## config.mk

```make
export PLATFORM = sky130hd
export DESIGN_NAME = crMem
export DESIGN_NICKNAME = d
export VERILOG_FILES = /design/src/design/memMapPkg.sv /design/src/design/fpgaIoPkg.sv /design/src/design/crMem.sv
export SDC_FILE = /design/constraint.sdc
export NUM_CORES = 1
export LEC_CHECK = 0
export BUFFER_PORTS_ARGS = -buffer_cell sky130_fd_sc_hd__buf_4
export CAP_MARGIN = 20
export CORE_MARGIN = 4
export CORE_UTILIZATION = 30
export DETAILED_ROUTE_END_ITERATION = 10
export SYNTH_ARGS = -nofsm -noshare
export SYNTH_HDL_FRONTEND = slang
export SYNTH_SLANG_ARGS = --single-unit
```

## constraint.sdc

```tcl
create_clock -name Clk -period 1.62 [get_ports Clk]
set_input_delay 0.243 -clock Clk [delete_from_list [all_inputs] [get_ports Clk]]
set_output_delay 0.243 -clock Clk [all_outputs]
set_load 0.01 [all_outputs]
```

## src/instrMem.hex

```
// One 32-bit instruction word per line, from word address 0 upward
00000093
00100113
00a00193
00010237
000202b7
00222023
00022303
002081b3
40208233
0020f2b3
0020e333
0020c3b3
00209433
0020d4b3
00412503
fff00593
00b22223
00422603
00c50463
00158593
fe359ce3
00128293
0052a023
0002a683
00d70733
00470713
00e7a023
0007a803
01080833
ff5ff06f
00000013
0000006f

```

## src/design/memMapPkg.sv

```systemverilog
//----------------------------------------------------------------------
// Core memory map definitions
//----------------------------------------------------------------------
package memMapPkg;

   // Address field widths
   localparam int unsigned RegionWidth = 16;
   localparam int unsigned IndexWidth  = 14;
   localparam int unsigned ByteLanes   = 4;

   // Region codes, compared against the upper address half
   localparam logic [RegionWidth-1:0] DMemRegion  = 16'h0001;
   localparam logic [RegionWidth-1:0] CrMemRegion = 16'h0002;

   // Memory depths in 32-bit words
   localparam int unsigned DMemDepth = 1024;
   localparam int unsigned IMemDepth = 32;
   localparam int unsigned CrDepth   = 16;

   // Word index widths seen by each memory
   localparam int unsigned DMemIdxWidth = $clog2(DMemDepth);
   localparam int unsigned IMemIdxWidth = $clog2(IMemDepth);
   localparam int unsigned CrIdxWidth   = $clog2(CrDepth);

   // ROM image
   localparam IMemFile = "/design/src/instrMem.hex";

   //-------------------------------------------------------------------
   // Address word and its field view
   //-------------------------------------------------------------------
   // Region picks the target, index is the word within it
   typedef struct packed {
      logic [RegionWidth-1:0] region;
      logic [IndexWidth-1:0]  index;
      logic [1:0]             byteOffset;
   } t_addrFields;

   // Same 32 bits, seen raw or split into fields
   typedef union packed {
      logic [31:0] raw;
      t_addrFields fields;
   } t_memAddress;

endpackage

```

## src/design/fpgaIoPkg.sv

```systemverilog
//----------------------------------------------------------------------
// Board I/O definitions
//----------------------------------------------------------------------
package fpgaIoPkg;

   // Board widths
   localparam int unsigned LedWidth    = 10;
   localparam int unsigned SwitchWidth = 10;
   localparam int unsigned Seg7Digits  = 6;
   localparam int unsigned Seg7Width   = 7;

   // Control register word offsets
   localparam int unsigned CrLedOffset     = 0;
   // First of Seg7Digits consecutive words
   localparam int unsigned CrSeg7Offset    = 1;
   localparam int unsigned CrButton0Offset = 8;
   localparam int unsigned CrButton1Offset = 9;
   localparam int unsigned CrSwitchOffset  = 10;

   // Outputs to LEDs and seven-segment digits
   typedef struct packed {
      logic [LedWidth-1:0]                  led;
      logic [Seg7Digits-1:0][Seg7Width-1:0] seg7;
   } t_fpgaOut;

   // Board inputs, sampled together
   typedef struct packed {
      logic                   button0;
      logic                   button1;
      logic [SwitchWidth-1:0] switch;
   } t_fpgaIn;

endpackage

```

## src/design/crMem.sv

```systemverilog
//----------------------------------------------------------------------
// Control registers and board I/O
//----------------------------------------------------------------------
`timescale 1ns/1ps

module crMem
   import memMapPkg::*;
   import fpgaIoPkg::*;
(
   input  logic                   Clk,
   input  logic                   Rst,
   input  logic [CrIdxWidth-1:0]  address,
   input  logic [31:0]            wrData,
   input  logic                   wrEn,
   input  logic                   rdEn,
   output logic [31:0]            rdData,
   input  logic                   button0,
   input  logic                   button1,
   input  logic [SwitchWidth-1:0] switch,
   output t_fpgaOut               fpgaOut
);

   // Raw board inputs, asynchronous to Clk
   t_fpgaIn boardIn;
   // First and second synchronizer stage
   t_fpgaIn syncMeta;
   t_fpgaIn syncIn;
   // Read word before the output register
   logic [31:0] rdWord;

   assign boardIn.button0 = button0;
   assign boardIn.button1 = button1;
   assign boardIn.switch  = switch;

   //-------------------------------------------------------------------
   // Input synchronizers
   //-------------------------------------------------------------------
   // Two flops, value usable two edges after the change
   always_ff @(posedge Clk) begin
      syncMeta <= boardIn;
      syncIn   <= syncMeta;
   end

   //-------------------------------------------------------------------
   // Output registers
   //-------------------------------------------------------------------
   // Whole-word writes, only the low bits kept
   always_ff @(posedge Clk) begin
      if (Rst) begin
         fpgaOut <= '0;
      end else if (wrEn) begin
         if (address == CrIdxWidth'(CrLedOffset)) begin
            fpgaOut.led <= wrData[LedWidth-1:0];
         end
         // One word per digit
         for (int d = 0; d < Seg7Digits; d++) begin
            if (address == CrIdxWidth'(CrSeg7Offset + d)) begin
               fpgaOut.seg7[d] <= wrData[Seg7Width-1:0];
            end
         end
         // Input offsets are read only, writes there fall through
      end
   end

   //-------------------------------------------------------------------
   // Read path
   //-------------------------------------------------------------------
   // Offset decode, unused words give zero
   always_comb begin
      rdWord = '0;
      if (address == CrIdxWidth'(CrLedOffset)) begin
         rdWord[LedWidth-1:0] = fpgaOut.led;
      end
      for (int d = 0; d < Seg7Digits; d++) begin
         if (address == CrIdxWidth'(CrSeg7Offset + d)) begin
            rdWord[Seg7Width-1:0] = fpgaOut.seg7[d];
         end
      end
      if (address == CrIdxWidth'(CrButton0Offset)) begin
         rdWord[0] = syncIn.button0;
      end
      if (address == CrIdxWidth'(CrButton1Offset)) begin
         rdWord[0] = syncIn.button1;
      end
      if (address == CrIdxWidth'(CrSwitchOffset)) begin
         rdWord[SwitchWidth-1:0] = syncIn.switch;
      end
   end

   // Response register, updated only on a read strobe
   always_ff @(posedge Clk) begin
      if (Rst) begin
         rdData <= '0;
      end else if (rdEn) begin
         rdData <= rdWord;
      end
   end

endmodule

```

==> metrics.cfg, run 1 <==
[pwr]
p_leak_nw = 2.12
powerDensity_nw_per_um2 = 969
vdd_drop_max_v = 0.000431
p_total_mw = 4.81

[route]
dr.pass1.iters = 5
drtIter0Drc = 211
drc = 0
totalWireLength_um = 11200
postRouteAntennaNets = 0
wl_per_cell_um = 16.8
via_per_inst = 4.81
vias = 3204

[global_route]
track_usage_pct = 15.7
antenna_found_initial = 0
grt_pass1_wl_um = 16900
grt_overflow_total = 0
grt_pass1_vias = 3076
grt_max_degree = 56

[critical_path]
crit_fanout = 3
cp_data_arrival_time_ps = 1780
crit_path_cell_trace = mux2_2 > a221o_1 > a222oi_1 > o31ai_1
critPathTopFamily = compound AO/OA/AOI/OAI gates
reg2reg_depth = 4
slowest_stage = a222oi_1
cp-start-kind = flop
cp_num_buf_inv = 0
critPathKind = flop to flop
slowest_delay_ps = 410
worstPathRequired_ps = 1830
cp.depth = 4
endpoint_kind = flop

[final_layout]
antenna_cells = 0
syn2layout_area_growth_pct = 35.8
fill_cells = 1178
finish.net_count = 566
drive_above_1_share_pct = 26.6
design_area_sq_um = 4960
instances_no_fill = 666

[clock_tree]
cts_setup_buffers = 0
cts.root.buffer_cell = clkbuf_16
numCtsBuffers = 9
clockBufferDepth = 2
clkTransAtPathRegs_ps = 60
tritoncts = yes
clock-sinks = 86
clock_latency_ps = 340
h-tree-depth = 3

[floorplan]
die_w_um = 118
io_pins = 136
start_util_pct = 30.6
rows = 40
dieArea_sq_um = 14000
core_area_sq_um = 12000
die_h_um = 118

[yosys]
ys_seq_area_share_pct = 47.1
synth_enable_flop_cells = 0
synth_seq_cells = 86
synth-async-reset-ratio_pct = 0
ys.flop_type = dfxtp_1
ys_warn_count = 0
ys_types = 37
syn_area_sq_um = 3650
syn_inst = 402
syn_area_per_cell_sq_um = 9.09

[place]
gp_congestion = 0.898
place.port_buffers = 91
hpwl_um = 8220
post_dp_cell_area_sq_um = 4530
place_inst = 639

[timing]
period_needed_ps = 1570
setup_viol = 0
finClkSkew_ps = 5.45
slew_viol_final = 0
tightest_slew_ps = 589
post-route-period-util_pct = 96.9
rsz0062_at_grt = false
timing.fmax_ghz = 0.637
hold_viol = 0
slew_headroom_pct = 60.7

[worst_hold_path]
whs_path_depth = 1
hold_class = input port to flop

[outcome]
status = finished, final reports clean

[run]
max-cap-violations = 0

[worst register-to-register path, cell delays in order, from the launching register on]
cell and delay, ps:
dfxtp_1 330, mux2_2 260, a221o_1 330, a222oi_1 410
o31ai_1 120
[cell type report]
type | count | area, sq um | area share (%)
sequential | 86 | 1720 | 34.7
multi-input combinational | 282 | 1700 | 34.2
inverter | 8 | 30.0 | 0.605
clock inverter | 2 | 37.5 | 0.756
tap | 147 | 184 | 3.70
clock buffer | 14 | 284 | 5.72
timing repair buffer | 127 | 1010 | 20.3
[kinds of logic (layout without fill, tap and decap cells)]
kind of cell,Yosys count,count (layout),share of synthesized area [%]
multiplexers,36,36,10.2
buffers and inverters,55,151,8.59
AND/OR/NAND/NOR,149,149,21.1
flip-flops,86,86,47.1
AO/OA/AOI/OAI,75,75,12.9
other,1,22,0.103
[timing repair]
item | 4_1_cts | 5_1_grt
hold buffers | 11 | 0
endpoints found under the setup margin | 1 | 1
gates resized for setup | 1 | 1
hold endpoints to repair | 11 | 0
pin swaps | 3 | 1
[state kept, by name, summed over array words and instances, names as in the netlist]
signal    cells
syncIn       12
syncMeta     12
fpgaOut      52
rdData       10
[metal layers]
layer / vias to the layer above / track usage, % / part of all wire, %
li1: 1583 / - / -
met1: 1522 / 20.4 / 45
met2: 90 / 25.3 / 49
met3: 9 / 4.16 / 5.0
met4: 0 / 5.58 / 1.1
met5: - / 0 / 0
[cell usage after synthesis, types with 2 or more instances]
library cell / count / area (sq um)
a21oi_1: 43 / 215
a221o_1: 2 / 20.0
a22o_1: 3 / 26.3
a2bb2oi_1: 6 / 52.6
and3_1: 8 / 50.1
and4bb_1: 2 / 25.0
buf_2: 8 / 40.0
buf_4: 26 / 195
clkbuf_1: 13 / 48.8
dfxtp_1: 86 / 1720
inv_1: 8 / 30.0
mux2i_1: 34 / 340
nand2_1: 33 / 124
nand2b_1: 15 / 93.8
nand3_1: 33 / 165
nand3b_1: 10 / 75.1
nor2_1: 34 / 128
nor2b_1: 3 / 18.8
nor3_1: 2 / 10.0
nor4bb_1: 2 / 20.0
o21ai_0: 6 / 30.0
o221ai_1: 5 / 43.8
o2bb2ai_1: 5 / 43.8
or2_2: 2 / 12.5
[path summary, 6_finish.rpt]
kind / start / to / slack (ps)
worst max-delay path: fpgaOut[13]$_SDFFE_PP0P_ / rdData[6]$_SDFFE_PP0P_ / 50
worst min-delay path: switch[3] / syncMeta[3]$_DFF_P_ / 10
worst max register to register: fpgaOut[13]$_SDFFE_PP0P_ / rdData[6]$_SDFFE_PP0P_ / 50
worst min register to register: syncMeta[8]$_DFF_P_ / syncIn[8]$_DFF_P_ / 330
[cell usage in the layout (no fill, tap or decap), types with 8 or more instances in the layout]
| cell type | synthesis | routed |
|---|---|---|
| buf_4 | 26 | 114 |
| dfxtp_1 | 86 | 85 |
| a21oi_1 | 43 | 43 |
| mux2i_1 | 34 | 34 |
| nor2_1 | 34 | 34 |
| nand3_1 | 33 | 33 |
| nand2_1 | 33 | 33 |
| conb_1 | 1 | 22 |
| nand2b_1 | 15 | 15 |
| dlygate4sd3_1 | 0 | 11 |
| nand3b_1 | 10 | 10 |
| clkbuf_16 | 0 | 9 |
| and3_1 | 8 | 8 |
| inv_1 | 8 | 8 |
[through the flow]
step | worst slack (ps) | hold WS (ps) | util, % | setup TNS, ps
after floorplan | 183 | 271 | - | 0
after global placement | -30.5 | 313 | 37.9 | -30.5
after detailed placement | -49.2 | 313 | 37.9 | -257
after CTS | 3.66 | 0.418 | 41.5 | 0
after global routing | 6.93 | 4.78 | 41.5 | 0
final | 50.1 | 14.5 | 41.5 | 0
[where the power goes]
group / switching, mW / internal [mW] / total (mW) / leakage (nW)
Clock: 0.809 / 1.36 / 2.17 / 0.155
Combinational: 0.246 / 0.194 / 0.440 / 1.26
Sequential: 0.0278 / 2.17 / 2.20 / 0.704
No activity file was read; power rests on OpenSTA's default activity.
==> inputs of run 2 (changes only) <==
- CELL_PAD_IN_SITES_DETAIL_PLACEMENT: default -> 0
- CELL_PAD_IN_SITES_GLOBAL_PLACEMENT: default -> 1
- MAX_ROUTING_LAYER: default -> met4
- PLACE_DENSITY_LB_ADDON: default -> 0.1
- RECOVER_POWER: default -> 50
==> run 2 against run 1 <==
  * The run now ends with negative setup slack left
  * Wire length grew 4.5%
  * Count of clock-buffer cells in the layout is the same
  * Clock skew grew 1.1 ps
  * Combinational power shrank 1%
  * Critical path type unchanged
  * Largest cell class unchanged
  * Largest power group unchanged
==> metrics.cfg, run 2 (synthesis gave the netlist of run 1 again) <==
[outcome]
status = finished, violations left  ; was finished, final reports clean
violations = negative setup slack

[floorplan]
io_pins = 136  ; unchanged
die_w_um = 118  ; unchanged
start_util_pct = 30.6  ; unchanged
rows = 40  ; unchanged
core_area_sq_um = 12000  ; unchanged
dieArea_sq_um = 14000  ; unchanged
die_h_um = 118  ; unchanged

[place]
place_inst = 643  ; was 639
place.port_buffers = 91  ; unchanged
post_dp_cell_area_sq_um = 4570  ; was 4530 sq um
hpwl_um = 8540  ; was 8220 um
gp_congestion = 0.865  ; was 0.898
dpl_worst_slack_ps = -61.4  ; was -49.2 ps

[global_route]
track_usage_pct = 17.4  ; was 15.7%
antenna_found_initial = 0  ; unchanged
grt_max_degree = 56  ; unchanged
grt_pass1_vias = 3263  ; was 3076
grt_overflow_total = 0  ; unchanged
grt_pass1_wl_um = 18100  ; was 16900 um

[timing]
timing.fmax_ghz = 0.617  ; was 0.637 GHz
finClkSkew_ps = 6.54  ; was 5.45 ps
slew_viol_final = 0  ; unchanged
hold_viol = 0  ; unchanged
whs_ps = 160  ; was 14.5 ps
period_needed_ps = 1620  ; was 1570 ps
setup_slack_ps = -2.04  ; was 50.1 ps
post-route-period-util_pct = 100  ; was 96.9%
rsz0062_at_grt = true  ; was false
setup_viol = 1  ; was 0
slew_headroom_pct = 59.4  ; was 60.7%
tightest_slew_ps = 609  ; was 589 ps
fin_tns_setup_ps = -2.04  ; was 0 ps

[pwr]
powerDensity_nw_per_um2 = 973  ; was 969 nW/um^2
p_leak_nw = 1.94  ; was 2.12 nW
p_total_mw = 4.70  ; was 4.81 mW
vdd_drop_max_v = 0.000490  ; was 0.000431 V

[route]
vias = 3236  ; was 3204
postRouteAntennaNets = 0  ; unchanged
wl_per_cell_um = 17.4  ; was 16.8 um
dr.pass1.iters = 4  ; was 5
totalWireLength_um = 11700  ; was 11200 um
drc = 0  ; unchanged
met2_length_um = 5200  ; was 5420 um
drtIter0Drc = 251  ; was 211
wl_met1_um = 5480  ; was 5050 um
route.met3.wl_um = 704  ; was 562 um
via_per_inst = 4.82  ; was 4.81
dr.max_layer_used = met4  ; unchanged

[final_layout]
fin_util_pct = 40.3  ; was 41.5%
mostFrequentLayoutCells = 84 x dfxtp_1, 57 x buf_4, 47 x clkbuf_1  ; was 114 x buf_4, 85 x dfxtp_1, 43 x a21oi_1
finish.net_count = 571  ; was 566
largestRegisters = fpgaOut x52, syncIn x12, syncMeta x12  ; unchanged
antenna_cells = 0  ; unchanged
regMostFlops = fpgaOut  ; unchanged
multiInputGateArea_sq_um = 1700  ; unchanged
fill_cells = 1242  ; was 1178
design_area_sq_um = 4820  ; was 4960 sq um
regArea_sq_um = 1720  ; about the same
syn2layout_area_growth_pct = 32.0  ; was 35.8%
largest_reg_flops = 52  ; unchanged
drive_above_1_share_pct = 18.5  ; was 26.6%
instances_no_fill = 671  ; was 666
mostFrequentLayoutCell = dfxtp_1  ; was buf_4

[clock_tree]
clock-sinks = 86  ; unchanged
h-tree-depth = 3  ; unchanged
clkTransAtPathRegs_ps = 60  ; about the same
clock_latency_ps = 350  ; was 340 ps
cts_setup_buffers = 0  ; unchanged
clockBufferDepth = 2  ; unchanged
cts.root.buffer_cell = clkbuf_16  ; unchanged
tritoncts = yes  ; unchanged
numCtsBuffers = 9  ; unchanged

[critical_path]
endpoint_kind = flop  ; unchanged
critPathKind = flop to flop  ; unchanged
cp-start-kind = flop  ; unchanged
crit_fanout = 2  ; was 3
cp_data_arrival_time_ps = 1840  ; was 1780 ps
worstPathRequired_ps = 1830  ; about the same

[run]
max-cap-violations = 0  ; unchanged

[worst_hold_path]
hold_class = input port to flop  ; unchanged

==> run 2: cell types whose count changed in the layout (fill, tap and decap cells not counted), sizes merged <==
| cell | delta |
|---|---|
| buf | -56 |
| bufinv | -1 |
| clkbuf | +60 |
| clkinv | +1 |
| dlygate4sd3 | +1 |
==> run 2: final timing paths <==
path	from	to	slack [ps]	depth (start not counted)
worst min register to register	syncMeta[11]$_DFF_P_	syncIn[11]$_DFF_P_	330	0
worst min-delay path	wrData[7]	fpgaOut[49]$_SDFFE_PP0P_	160	3
worst max register to register	fpgaOut[13]$_SDFFE_PP0P_	rdData[6]$_SDFFE_PP0P_	-2	4
worst max-delay path	fpgaOut[13]$_SDFFE_PP0P_	rdData[6]$_SDFFE_PP0P_	-2	4
==> run 2: worst max-delay path: stages, from the launching register on <==
cell      delay, ps
dfxtp_2         330
mux2_2          250
a221o_1         320
a222oi_1        470
o31ai_1         110
==> run 2: routing by layer <==
layer  vias to the layer above  GRT usage (%)
li1                       1596              -
met4                         0           7.46
met5                         -              -
met1                      1492           22.3
met3                        22           4.55
met2                       126           25.9
==> run 2: final cells by class <==
class	count	area share, %
clock buffers	14	6.09
clock inverters	2	0.259
inverters	8	0.622
multi-input cells	282	35.2
flip-flops and latches	86	35.7
well taps	147	3.81
repair buffers	132	18.2
==> run 2: where the power goes <==
part	internal (mW)	total, mW	switching (mW)
logic	0.184	0.434	0.250
registers	2.17	2.20	0.0267
clock network	1.25	2.07	0.820
total	3.60	4.70	1.10
==> run 2: what timing repair did <==
item,4_1_cts,5_1_grt
cloned,0,0
hold buffers,12,0
pin swaps,3,1
endpoints found under the hold margin,12,0
endpoints found under the setup margin,1,1
gates resized for setup,1,2
